### src/cpu_config.svh
/* CPU build parameters */

`ifndef CPU_CONFIG_SVH
`define CPU_CONFIG_SVH

// Data and instruction width
`define CPU_WORD_W 16

// Register file size
`define CPU_REG_COUNT 8

// Shared memory size in words
`define CPU_MEM_DEPTH 256

// First instruction after start
`define CPU_START_PC 0

`endif

### src/cpu_pkg.sv
/* CPU shared types */

`include "cpu_config.svh"

package cpu_pkg;

   // One data or instruction word
   typedef logic [`CPU_WORD_W-1:0] word_t;

   typedef logic [$clog2(`CPU_REG_COUNT)-1:0] reg_idx_t;

   // Word address, low bits of a computed address
   typedef logic [$clog2(`CPU_MEM_DEPTH)-1:0] mem_addr_t;

   // Opcode field, bits 15 to 12
   typedef enum logic [3:0] {
      OP_NOP  = 4'd0,
      OP_HALT = 4'd1,
      OP_ADD  = 4'd2,
      OP_SUB  = 4'd3,
      OP_AND  = 4'd4,
      OP_XOR  = 4'd5,
      OP_ADDI = 4'd6,
      OP_LD   = 4'd7,
      OP_ST   = 4'd8
   } opcode_t;

   typedef enum logic [1:0] {
      ALU_ADD,
      ALU_SUB,
      ALU_AND,
      ALU_XOR
   } alu_op_t;

   typedef enum logic [1:0] {
      FETCH_IDLE,
      FETCH_RUN,
      FETCH_DRAIN
   } fetch_state_t;

endpackage

### src/fetch_stage.sv
/* Fetch stage and IF/ID register */

`timescale 1ns/1ps

`include "cpu_config.svh"

module fetch_stage (
   input  logic               clk,
   input  logic               rst,
   input  logic               start,
   input  logic               stall,
   input  logic               halt_seen,
   input  logic               halt_retired,
   input  logic               fetch_grant,
   input  cpu_pkg::word_t     rdata,
   output logic               busy,
   output logic               fetch_req,
   output cpu_pkg::mem_addr_t fetch_addr,
   output cpu_pkg::word_t     instr_ifid,
   output logic               valid_ifid
);
   import cpu_pkg::*;

   fetch_state_t state;
   mem_addr_t    pc;

   assign busy       = (state != FETCH_IDLE);
   assign fetch_addr = pc;

   // No request while IF/ID is frozen or a HALT sits in decode
   assign fetch_req = (state == FETCH_RUN) && !stall && !halt_seen;

   always_ff @(posedge clk) begin
      if (rst) begin
         state <= FETCH_IDLE;
      end else begin
         case (state)
            FETCH_IDLE: begin
               if (start) begin
                  state <= FETCH_RUN;
               end
            end
            FETCH_RUN: begin
               if (halt_seen) begin
                  state <= FETCH_DRAIN;
               end
            end
            default: begin
               // Wait for the HALT to leave MEM/WB
               if (halt_retired) begin
                  state <= FETCH_IDLE;
               end
            end
         endcase
      end
   end

   always_ff @(posedge clk) begin
      if (rst || (state == FETCH_IDLE && start)) begin
         pc <= mem_addr_t'(`CPU_START_PC);
      end else if (fetch_grant) begin
         pc <= pc + mem_addr_t'(1);
      end
   end

   always_ff @(posedge clk) begin
      if (rst) begin
         valid_ifid <= 1'b0;
      end else if (!stall) begin
         valid_ifid <= fetch_grant;
      end
   end

   // Denied fetch leaves a NOP bubble
   always_ff @(posedge clk) begin
      if (!stall) begin
         instr_ifid <= fetch_grant ? rdata : word_t'({OP_NOP, 12'd0});
      end
   end

endmodule

### config.mk
export PLATFORM = sky130hd
export DESIGN_NAME = fetch_stage
export DESIGN_NICKNAME = d
export VERILOG_FILES = /design/src/cpu_pkg.sv /design/src/fetch_stage.sv
export VERILOG_INCLUDE_DIRS = /design/src
export SDC_FILE = /design/constraint.sdc
export NUM_CORES = 1
export LEC_CHECK = 0
export BUFFER_PORTS_ARGS = -buffer_cell sky130_fd_sc_hd__buf_2
export CORE_ASPECT_RATIO = 1.2
export CORE_UTILIZATION = 30
export CTS_CLUSTER_DIAMETER = 30
export DETAILED_ROUTE_END_ITERATION = 10
export SLEW_MARGIN = 20
export SYNTH_ARGS = -nofsm -noshare
export SYNTH_HDL_FRONTEND = slang
export SYNTH_SLANG_ARGS = --single-unit
### constraint.sdc
create_clock -name clk -period 3.5 [get_ports clk]
set_input_delay 0.35 -clock clk [delete_from_list [all_inputs] [get_ports clk]]
set_output_delay 0.35 -clock clk [all_outputs]
set_load 0.01 [all_outputs]
After elaboration in Yosys (flattened, before gate mapping)
Cells that the tools add are included.

storage, ports and cells
  flip-flop bits (word level) = 27
  bits of input ports = 23
  output and inout port bits = 27
  logic and storage cells = 22

operators by class
  add/subtract/negate cells = 1
  eq/ne operators = 3
  muxes and demuxes = 4
  reduce and logical (&&, ||, !) cells = 10

operators by type and width
  kind                                                                    number
  8-bit by 1-bit adder with 8-bit output (second input constant)          1
  2-bit 2-to-1 mux                                                        3
  2-bit != test (second input constant)                                   2
  2-bit one-hot mux with 2 select lines                                   1
  1-bit logical AND                                                       3
  3-bit AND reduction                                                     1
  3-bit nonzero test                                                      1
  2-bit by 1-bit equality test with 1-bit output (second input constant)  1
  1-bit logical NOT                                                       2
  2-bit logical NOT                                                       1
  2-bit nonzero test                                                      1
  1-bit logical OR                                                        1

Logic depth before layout (Yosys ltp)
Gate-level depths: netlist of the first run.

  depth in word-level cells = 3
  depth in mapped cells = 4
  mapped depth without buffers = 4

Worst setup path before layout of the first run
OpenSTA, ideal clock, no wires.

  path kind = register to register
  start point = register pc[0], in the netlist fetch_addr[0]
  end point = register pc[6], in the netlist fetch_addr[6]
  setup time = 0.070 ns
  data arrival time = 1.175 ns
  required time = 3.430 ns
  path slack = 2.255 ns
  cell stages (with the launch flop) = 5
  buffers on the path = 0
  clock period less this slack = 1.245 ns
  path through = dfxtp_1 > ha_1 > nand3_1 > or3_1 > a21oi_1

between the ends
  word-level cells in the longest chain between the ends = 1

ends and longest elaborated chain
  element                                 line               RTL
  start, declared                         fetch_stage.sv:25  mem_addr_t pc;
  start signal, assigned                  fetch_stage.sv:60  pc <= mem_addr_t'(`CPU_START_PC);
  start signal, assigned                  fetch_stage.sv:62  pc <= pc + mem_addr_t'(1);
  8-bit by 1-bit adder with 8-bit output  fetch_stage.sv:62

Every way passes these cells.
A chain may end at the register's enable or synchronous reset.

Worst setup path in the final report of the first run
  start point = register state[0]
  end point = output fetch_req

between the ends
  word-level cells in the longest chain between the ends = 3

ends and longest elaborated chain
  element                                         line               RTL
  start, declared                                 fetch_stage.sv:24  fetch_state_t state;
  start signal, assigned                          fetch_stage.sv:35  state <= FETCH_IDLE;
  start signal, assigned                          fetch_stage.sv:40  state <= FETCH_RUN;
  start signal, assigned                          fetch_stage.sv:45  state <= FETCH_DRAIN;
  2-bit by 1-bit equality test with 1-bit output  fetch_stage.sv:31  assign fetch_req = (state == FETCH_RUN) && !stall && !halt_seen;
  1-bit logical AND (2 in series)                 fetch_stage.sv:31
  end, declared                                   fetch_stage.sv:17  output logic fetch_req,

Every way passes these cells.

==> results, run 1 <==
- CTS built an H-tree with a depth of 1.
- In this run the remaining antenna-violating nets after routing total 0.
- The async set-reset flop share out of synthesis is 0.
- The share of total power dissipated in combinational logic is 0.110.
- Setup repair after global routing left no endpoint under its margin.
- The endpoint of the most critical register-to-register path is fetch_addr[6].
- The mapped cell area is 1066 um^2.
- The routed layout has 816 vias.
- The number of slew-limit violations in the final report is 0.
- Counting I/O delays and the setup requirement, the final critical path takes 1.350 ns.
- Hold repair after CTS inserted 0 buffers.
- At the pin with the least slew margin, the transition time is 0.5852 ns.
- In this run the cell area measured after placement is 1349 um^2.
- Gates resized during post-CTS repair numbered 0.
- In this run the most critical hold path is launched from rst.
- In the synthesized netlist the dominant register cell turns out to be sky130_fd_sc_hd__edfxtp_1.
- The data arrival time at the worst-slack endpoint is 1.00 ns.
- The number of enable-type register cells in the synthesized netlist is 16.
- The tree is rooted in a sky130_fd_sc_hd__clkbuf_8.
- The initial antenna violation count came to 0.
- The share of total power dissipated in sequential elements is 0.608.
- The share of total power dissipated in the clock network is 0.282.
- The row count is 23.
- The insertion delay to the later sink of the worst-skew pair is 0.26 ns.
- The CTS tree is done.
- The share of the clock period used by the worst path is 0.3857.
- The highest attainable clock frequency is 740.7 MHz.
- The internal power of the cells totals 469.3 uW.
- The via count of the first global-routing pass was 785.
- The wire length reported by the detailed router is 2017 um.
- The power density over the cells is 428.7 nW/um^2.
- For the worst setup path, the data required time is 3.15 ns.
- The remaining design rule violation count is 0.
- The worst setup path is captured at an output pin.
- The tool flagged a number of max-cap violations equal to 0.
- The minimum setup slack among reg-to-reg paths is 2.20 ns.
- The number of clock buffers added by TritonCTS is 3.
- The number of placed I/O pins is 50.
- The sum of negative setup slack is 0 ns.
- Of the post-synthesis cell area, the dominant cell type holds 0.4507.
- Ranked by total cell area, the synthesized netlist is headed by sky130_fd_sc_hd__edfxtp_1 (45%), sky130_fd_sc_hd__dfxtp_1 (21%), sky130_fd_sc_hd__and2_1 (9.4%).
- Setup violations remaining at the end of the flow were counted as 0.
- The switching power summed over all nets is 128.3 uW.
- In the routed layout, each cell is associated on average with a via count of 4.663.
- Summing all multi-input logic gate instances after layout gives 349.1 um^2.
- In this run the worst path has a maximum fanout of 5.
- Entering global routing, the biggest net connects 24 pins.
- The total global routing track utilization is 0.1092.
- The number of nets at the end of the flow is 163.
- The number of inserted diodes is 0.
- The run finished with clean final reports.
- Counting instances in the post-synthesis netlist gives the leading cell types as sky130_fd_sc_hd__and2_1 (16), sky130_fd_sc_hd__edfxtp_1 (16), sky130_fd_sc_hd__dfxtp_1 (11).
- The post-CTS setup buffer count is 0.
- The cell count after synthesis is 87.
- Counting every net in the synthesized netlist gives 111.
- The total length of routed met2 wires is 1101 um.
- The number of different library cells used by synthesis comes to 23.
- The area growth from synthesis to layout is 30.75%.
- The count of buffers from port buffering is 49.
- The highest metal layer carrying signal wires in the routed design is met4.
- The first-pass GRT wire length is 3208 um.
- The worst hold endpoint is state[0].
- After detailed routing, the wire length on met1 is 754 um.
- The clock edge transition at the registers on the reported setup and hold paths is 0.08 ns.
- The sequential-to-total area share from yosys stat is 0.6573.
- The setup path with the least slack is of type reg -> out.
- The first TritonRoute pass finished after 2 iterations.
- In the final layout, the share of cells above drive strength 1 is 0.3913.
- The hold violation total from the final report was 0.
- The placed wire-length estimate is 1592 um.
- The clock passes through at most 2 buffers.
- The per-instance average area after synthesis is 12.25 um^2.
- The vertical die dimension is 67.30 um.
- After routing the design area is 1394 um^2.
- Of all cell types, the one taking the most synthesized area is sky130_fd_sc_hd__edfxtp_1.
- In this run the critical register-to-register path is launched from fetch_addr[0].
- The count of fill cells added during filler insertion is 328.
- From left edge to right edge, the die measures 56.42 um.
- The met3 wire length is 129 um.
- Dividing the detail-routed wire length by the instance count gives 11.53 um.
- The detailed router's first-iteration violation count is 20.
- The worst pin sits at a relative slew slack of 0.6094.
- The sequential standard cell area is 700.7 um^2.
- The standby leakage power is 0.0006220 uW.
- The type of origin of the critical path is a flop.
- Summed over all layers, the global routing overflow is 0.
- The clock sink total is 27.
- At the end of routability-driven placement, the weighted congestion stood at 0.6940.
- The worst hold path stage count is 2.
- The switching share of total power is 0.2147.
- The path depth of the worst reg2reg path is 4.
- Across the routed clock network, the largest skew measured is 0.002862 ns.
- The worst-case IR drop observed on VDD is 0.0001970 V.
- The min-delay analysis places its worst path in the category in -> reg.
- The floorplan step defined a core boundary enclosing 3367 um^2.
- Counting flops and latches in the post-synthesis netlist gives 27.
- The die covers 3797 um^2.
- The Yosys warning count is 0.
- For this configuration, the core starts out at a cell density of 0.3166.
through the flow:
stage | power (uW) | instances | utilization | setup slack [ns] | hold slack, ns
3_5_place_dp | 438.6 | 171 | 0.4006 | 2.038 | 0.4933
4_1_cts | 608.6 | 175 | 0.4140 | 2.130 | 0.2733
6_report | 597.6 | 175 | 0.4140 | 2.150 | 0.2804
3_3_place_gp | 436.6 | 171 | 0.4006 | 2.099 | 0.4782
5_1_grt | 625.2 | 175 | 0.4140 | 2.064 | 0.2784
2_1_floorplan | 403.6 | 87 | - | 2.255 | 0.4191
critical path, cell delays in order, from the launching register on:
cell	delay, ns
sky130_fd_sc_hd__dfxtp_1	0.39
sky130_fd_sc_hd__nand2b_1	0.09
sky130_fd_sc_hd__nor3_1	0.11
sky130_fd_sc_hd__buf_2	0.15
flip-flops by register name (all words and copies together), names as in the netlist:
name / flops
fetch_addr: 8
instr_ifid: 16
state: 2
valid_ifid: 1
worst max-delay path by stage:
stage | cells past startpoint | to | startpoint
after floorplan | 4 | fetch_addr[6] | fetch_addr[0]
after global placement | 4 | fetch_addr[7] | fetch_grant
after detailed placement | 4 | fetch_addr[7] | fetch_grant
after CTS | 3 | fetch_req | state[0]
after global routing | 3 | fetch_req | state[0]
final | 3 | fetch_req | state[0]
cells by family (layout without fill, tap and decap cells):
group | Yosys count | in the layout | synth area share
fa+ha+maj | 1 | 1 | 0.01174
xor+xnor | 4 | 4 | 0.03287
flops | 27 | 27 | 0.6573
buf+inv | 4 | 55 | 0.01525
compound gates | 9 | 9 | 0.04694
mux | 3 | 3 | 0.02934
simple gates | 39 | 39 | 0.2066
final cells by class:
| type | instances | area share |
|---|---|---|
| Inverter | 2 | 0.005386 |
| Tap cell | 37 | 0.03321 |
| Clock buffer | 4 | 0.03232 |
| Multi-Input combinational cell | 56 | 0.2504 |
| Sequential cell | 27 | 0.5027 |
| Timing Repair Buffer | 49 | 0.1759 |
power groups by stage:
| stage | registers (uW) | logic, uW | clock network (uW) |
|---|---|---|---|
| after floorplan | 380 | 23.7 | 0 |
| after global routing | 366 | 73.3 | 186 |
| after CTS | 364 | 67.7 | 177 |
| final | 363 | 66.0 | 168 |
| after global placement | 370 | 66.5 | 0 |
| after detailed placement | 371 | 67.4 | 0 |
layer usage:
layer  track usage  vias up
li1              -      401
met1        0.1067      383
met2        0.2188       30
met3       0.01533        2
met4       0.06402        0
met5             0        -
layout by cell type, fill, tap and decap left out, types with 3 or more instances in the layout:
cell type | netlist | final
sky130_fd_sc_hd__buf_2 | 1 | 49
sky130_fd_sc_hd__nor2_1 | 8 | 8
sky130_fd_sc_hd__or3_1 | 3 | 3
sky130_fd_sc_hd__xor2_1 | 3 | 3
sky130_fd_sc_hd__dfxtp_1 | 11 | 11
sky130_fd_sc_hd__nand2_1 | 3 | 3
sky130_fd_sc_hd__clkbuf_8 | 0 | 3
sky130_fd_sc_hd__edfxtp_1 | 16 | 16
sky130_fd_sc_hd__a21oi_1 | 4 | 4
sky130_fd_sc_hd__o21ai_0 | 3 | 3
sky130_fd_sc_hd__and2_1 | 16 | 16
Power figures use the tool's default switching activity.
==> inputs of run 2 (changes only) <==
==> constraint.sdc (replaced) <==
create_clock -name clk -period 1.09 [get_ports clk]
set_input_delay 0.109 -clock clk [delete_from_list [all_inputs] [get_ports clk]]
set_output_delay 0.109 -clock clk [all_outputs]
set_load 0.01 [all_outputs]
==> results, run 2 (synthesis results as in run 1) <==
- The count of hold buffers inserted by post-cts repair is 0.
- The max-capacitance violation count is 0.
- In this run the vertical extent of the chip is 67.30 um.
- The largest stage delay on the critical path is 0.38 ns.
- The maximum level of the CTS H-tree is 1.
- After layout, the minimum clock period comes to 1.098 ns.
- The congestion estimate from routability-driven global placement came to 0.7145.
- The clock sink total is 27.
- The detailed router's first-iteration violation count is 18.
- The CTS tree is done.
- The post-CTS setup buffer count is 0.
- The number of detailed-routing iterations run before antenna repair is 4.
- Between clock sinks in the finished design, the worst skew comes to 0.002273 ns.
- The hold violation total from the final report is 0.
- The post-detailed-route via-to-cell ratio is 4.557.
- Leaving out fill and tap cells, the most frequent cell in the layout is sky130_fd_sc_hd__buf_2.
- The register with the most flip-flops in the layout has 16 of them.
- For this design, the slowest cell found on the critical path is sky130_fd_sc_hd__dfxtp_4.
- The insertion delay to the later sink of the worst-skew pair is 0.26 ns.
- STA puts the critical path data arrival time at 1.30 ns.
- The number of setup violations in the final report is 1.
- The total vias in the final route is 834.
- The finished layout holds 183 standard cells, fillers aside.
- The core area is 3367 um^2.
- In this run the static leakage power is 0.0006697 uW.
- For this block, the routed nets add up to 2095 um of wire.
- The final layout contains 171 nets.
- The placed wire-length estimate is 1586 um.
- Setup total negative slack on the finished layout was measured at -0.007959 ns.
- The overall die area is 3797 um^2.
- Setup repair after global routing could not meet its margin everywhere.
- The worst-case headroom to the max-slew limit is 0.8076.
- In this run the worst hold path is classified as in -> reg.
- In the routed design, unresolved DRC markers number 0.
- Along the worst path, the maximum fanout reaches 3.
- The count of buffers added on input and output ports is 49.
- Timing would allow up to 910.8 MHz.
- Of the cells placed in the final design, the portion with a size suffix greater than 1 is 0.4932.
- Walking the worst path, the cells encountered are ha_4 > nand3_2 > or3_1 > a21oi_1.
- The die is 56.42 um wide.
- After detailed routing, the average wire length per cell comes to 11.45 um.
- The via count of the first global-routing pass is 845.
- The register with the most flip-flops in the final layout is instr_ifid.
- The number of antenna diodes in the final layout is 0.
- STA classifies the critical path startpoint as a flop.
- The run finished, with violations left.
- The transition time at the pin with the least slew margin is 0.2887 ns.
- The post-synthesis to final-layout area growth is 42.96%.
- The checks that failed: setup timing.
- The number of placed I/O pins is 50.
- The number of slew-limit violations in the final report was 0.
- The number of clock buffers added by TritonCTS is 3.
- The clock edge transition at the registers on the reported setup and hold paths is 0.08 ns.
- Entering global routing, the biggest net connects 21 pins.
- In the layout the commonest cells are sky130_fd_sc_hd__buf_2 (49), sky130_fd_sc_hd__and2_1 (16), sky130_fd_sc_hd__edfxtp_1 (16).
- The endpoint kind of the worst setup timing path is a flop.
- Across all setup checks in the final design, the least slack found is -0.007959 ns.
- The worst setup path is of the reg -> reg kind.
- The hold slack is 0.03466 ns.
- The power density over the cells is 1274 nW/um^2.
- The initial antenna violation count is 0.
- The CTS root buffer is sky130_fd_sc_hd__clkbuf_8.
- The worst setup slack after placement is -0.03381 ns.
- The first global-routing pass estimated 3491 um of wire.
- For the worst setup path, the data required time is 1.29 ns.
- Once placement completed, the tool counted placed cells totaling 179.
- In the finished design, the share of the clock period the worst path needs comes to 1.007.
- The total global routing track utilization is 0.1198.
- Fill cells in the final layout number 353.
- The worst supply voltage drop on vdd is 0.0007041 V.
- The initial cell density of the core is 0.3166.
- The row count is 23.
- The worst-case clock buffer depth is 2.
- For this run the aggregate overflow at the end of global routing stands at 0.
- The post-detailed-route count of antenna-violating nets is 0.
-- run 2: layout make-up --
cell class | instances | area (um^2) | share of cell area
Timing Repair Buffer | 57 | 317.8 | 0.2085
Clock buffer | 4 | 45.04 | 0.02956
Multi-Input combinational cell | 56 | 390.4 | 0.2562
Tap cell | 37 | 46.29 | 0.03038
Inverter | 2 | 7.507 | 0.004926
Sequential cell | 27 | 716.9 | 0.4704
-- run 2: path summary, 6_finish.rpt --
path,from,to,slack (ns),depth (start not counted)
worst max-delay path,fetch_addr[1],fetch_addr[6],-0.008,4
worst min-delay path,rst,state[0],0.03,2
worst max register to register,fetch_addr[1],fetch_addr[6],-0.008,4
worst min register to register,fetch_addr[7],fetch_addr[7],0.51,2
-- run 2: report_power, final --
part / switching (uW) / internal [uW] / leakage [uW]
Sequential: 26.0 / 1140 / 0.000247
Clock: 276 / 261 / 0.0000228
Combinational: 117 / 123 / 0.000400
-- run 2: critical path, delay by kind of cell, from the launching register on --
family          cells  cell delay, ns
flops               1            0.38
simple gates        2            0.37
compound gates      1            0.14
fa+ha+maj           1            0.14
-- run 2: metrics by stage --
stage | cell area [um^2] | power, uW | util
3_3_place_gp | 1440 | 1423 | 0.4277
2_1_floorplan | 1085 | 1299 | -
6_report | 1524 | 1941 | 0.4526
5_1_grt | 1524 | 2048 | 0.4526
4_1_cts | 1486 | 1973 | 0.4415
3_5_place_dp | 1440 | 1429 | 0.4277
-- run 2: layer usage --
| metal | vias up | GRT usage | wire length [um] |
|---|---|---|---|
| li1 | 416 | - | - |
| met1 | 384 | 0.1194 | 795 |
| met2 | 32 | 0.2351 | 1123 |
| met3 | 2 | 0.02299 | 144 |
| met4 | 0 | 0.06402 | 31 |
| met5 | - | 0 | 0 |
-- run 2: timing repair --
item,CTS,global route
resized for setup,1,9
setup endpoints to repair,3,10
pin swaps,2,3
==> inputs of run 3 (changes only) <==
==> constraint.sdc (replaced) <==
create_clock -name clk -period 1.09 [get_ports clk]
set_input_delay 0.109 -clock clk [delete_from_list [all_inputs] [get_ports clk]]
set_output_delay 0.109 -clock clk [all_outputs]
set_load 0.1 [all_outputs]
==> results, run 3 (synthesis results as in run 1) <==
- The run finished, with violations left.
- The checks that failed: setup timing.
- The hold slack is 0.03641 ns.
- The transition time at the pin with the least slew margin is 0.2679 ns.
- The slowest stage of the critical path is the sky130_fd_sc_hd__dfxtp_4 cell.
- From bottom edge to top edge, the die measures 67.30 um.
- The detailed router's first-iteration violation count is 15.
- The final critical-path required period is 1.217 ns.
- The remaining design rule violation count is 0.
- Counting flops per register, the top entry is instr_ifid.
- In the final layout, the share of cells above drive strength 1 is 0.5526.
- The area of all placed cells without fillers is 2004 um^2.
- The number of placed I/O pins is 50.
- The total vias in the final route is 866.
- The tool flagged a number of max-cap violations equal to 0.
- For this run, the total global-route usage over all layers was measured as 0.1251.
- The top cell types in the final layout, fill and taps aside, are sky130_fd_sc_hd__buf_12 (28), sky130_fd_sc_hd__buf_2 (22), sky130_fd_sc_hd__and2_1 (16), sky130_fd_sc_hd__edfxtp_1 (16), sky130_fd_sc_hd__buf_4 (12).
- Once detailed placement completed, the half-perimeter wirelength came to 1929 um.
- The initial cell density of the core is 0.3166.
- The number of nets at the end of the flow is 177.
- The data required time of the critical path is 0.98 ns.
- The endpoint of the most critical register-to-register path is fetch_addr[6].
- The share of the clock period used by the worst path is 1.117.
- The standby leakage power is 0.0008149 uW.
- The first global-routing pass estimated 3650 um of wire.
- The commonest non-fill, non-tap cell in the layout is sky130_fd_sc_hd__buf_12.
- The clock net in this run drives a total of 27 sinks.
- Setup violations remaining at the end of the flow were counted as 2.
- The clock edge transition at the registers on the reported setup and hold paths is 0.08 ns.
- The worst setup path is captured at an output pin.
- The total power of the final layout is 2580 uW.
- The largest fanout of any net on the critical path is 4.
- The number of slew-limit violations in the final report came to 0.
- The register with the most flip-flops in the layout has 16 of them.
- The number of instances in the placed design is 178.
- For the final database, setup skew stands at 0.006771 ns.
- The floorplan step set the die width to 56.42 um.
- The cell area after placement is 1889 um^2.
- Dividing total power by cell area gives a power density of 1287 nW/um^2.
- The count of non-filler cells in the finished layout is 189.
- Using the TritonRoute via totals, the vias-per-cell ratio works out to 4.582.
- The total overflow left after global routing is 0.
- Port buffering added 49 buffers.
- Dividing the detail-routed wire length by the instance count gives 13.00 um.
- The worst pin sits at a relative slew slack of 0.8214.
- The total area inside the core boundary comes to 3367 um^2.
- The placer congestion estimate is 0.6347.
- TritonCTS built the clock tree.
- STA classifies the critical path startpoint as a flop.
- The largest stage delay on the critical path is 0.38 ns.
- After clock tree synthesis, the flow added hold-fix buffers numbering 0.
- Setup repair after global routing could not meet its margin everywhere.
- In this run the most critical hold path is launched from rst.
- The worst-case clock buffer depth is 2.
- Along the worst hold path, the cell count comes to 2.
- The row count is 23.
- The final worst slack is -0.1270 ns.
- VDD sags by at most 0.0008960 V.
- In this run the remaining antenna-violating nets after routing total 0.
- The minimum setup slack among reg-to-reg paths is 0 ns.
- The via count of the first global-routing pass is 802.
- The type of the worst min-delay path is in -> reg.
- The CTS root buffer is sky130_fd_sc_hd__clkbuf_8.
- Registers take 733.2 um^2.
- TritonCTS created 3 clock buffers.
- The critical path goes through nand2b_4 > nor3_4 > buf_12.
- The highest attainable clock frequency is 821.7 MHz.
- The worst hold endpoint is state[0].
- The initial antenna violation count came to 0.
- The number of detailed-routing iterations run before antenna repair is 3.
- Entering global routing, the biggest net connects 17 pins.
- The multi-input gate area in the final layout is 396.6 um^2.
- The wire length reported by the detailed router is 2457 um.
- STA puts the critical path data arrival time at 1.11 ns.
- The insertion delay to the later sink of the worst-skew pair is 0.26 ns.
- The hold violation total from the final report is 0.
- The post-synthesis to final-layout area growth is 88.03%.
- The number of inserted diodes is 0.
- The floorplan step defined a die boundary enclosing 3797 um^2.
- The startpoint-to-endpoint class of the critical path is reg -> out.
- In this run the critical register-to-register path is launched from fetch_addr[1].
- CTS built an H-tree with a depth of 1.
- The count of fill cells added during filler insertion is 288.
- The path depth of the worst reg2reg path is 4.
run 3: changes by cell type in the layout (fill, tap and decap cells not counted), sizes merged:
cell | before | now
clkinvlp | 0 | 1
inv | 2 | 1
buf | 57 | 63
run 3: per-layer routing:
metal	vias up	wire length, um	share of wire	global-route usage
met5	-	0	0	0
met4	0	0	0	0.03659
met3	0	137	0.056	0.02490
met2	28	1415	0.58	0.2500
met1	404	904	0.37	0.1325
li1	434	-	-	-
run 3: area by class of cell:
type | count | share of cell area
inverters | 2 | 0.005618
repair buffers | 63 | 0.3851
flip-flops and latches | 27 | 0.3658
multi-input cells | 56 | 0.1979
clock buffers | 4 | 0.02247
well taps | 37 | 0.02310
run 3: per-stage QoR:
stage,util,setup TNS [ns],worst slack [ns]
after floorplan,-,-0.7444,-0.2284
after global placement,0.5611,0,0.03214
after detailed placement,0.5611,-0.002554,-0.002554
after CTS,0.5831,-0.2704,-0.1442
after global routing,0.5953,-0.5068,-0.1972
final,0.5953,-0.2391,-0.1270
run 3: worst max-delay path by stage:
stage	endpoint	cells past startpoint	startpoint	slack, ns
floorplan	fetch_req	2	state[0]	-0.23
global placement	fetch_addr[6]	4	fetch_addr[1]	0.03
detailed placement	fetch_addr[6]	4	fetch_addr[1]	-0.003
CTS	fetch_req	3	state[0]	-0.14
global route	fetch_req	3	state[0]	-0.20
finish	fetch_req	3	state[0]	-0.13
run 3: power breakdown:
part           switching [uW]  internal (uW)  leakage (uW)
Sequential               56.0           1130      0.000251
Combinational             536            318      0.000542
Clock                     276            261     0.0000228
run 3: timing repair:
item / CTS / global route
resized for setup: 4 / 1
pin swaps: 1 / 2
setup buffers: 2 / 5
endpoints found under the setup margin: 4 / 6
run 3: worst max-delay path: cells and delay by family, from the launching register on:
family,cells,cell delay [ns]
flip-flops,1,0.38
buffers and inverters,1,0.20
AND/OR/NAND/NOR,2,0.26
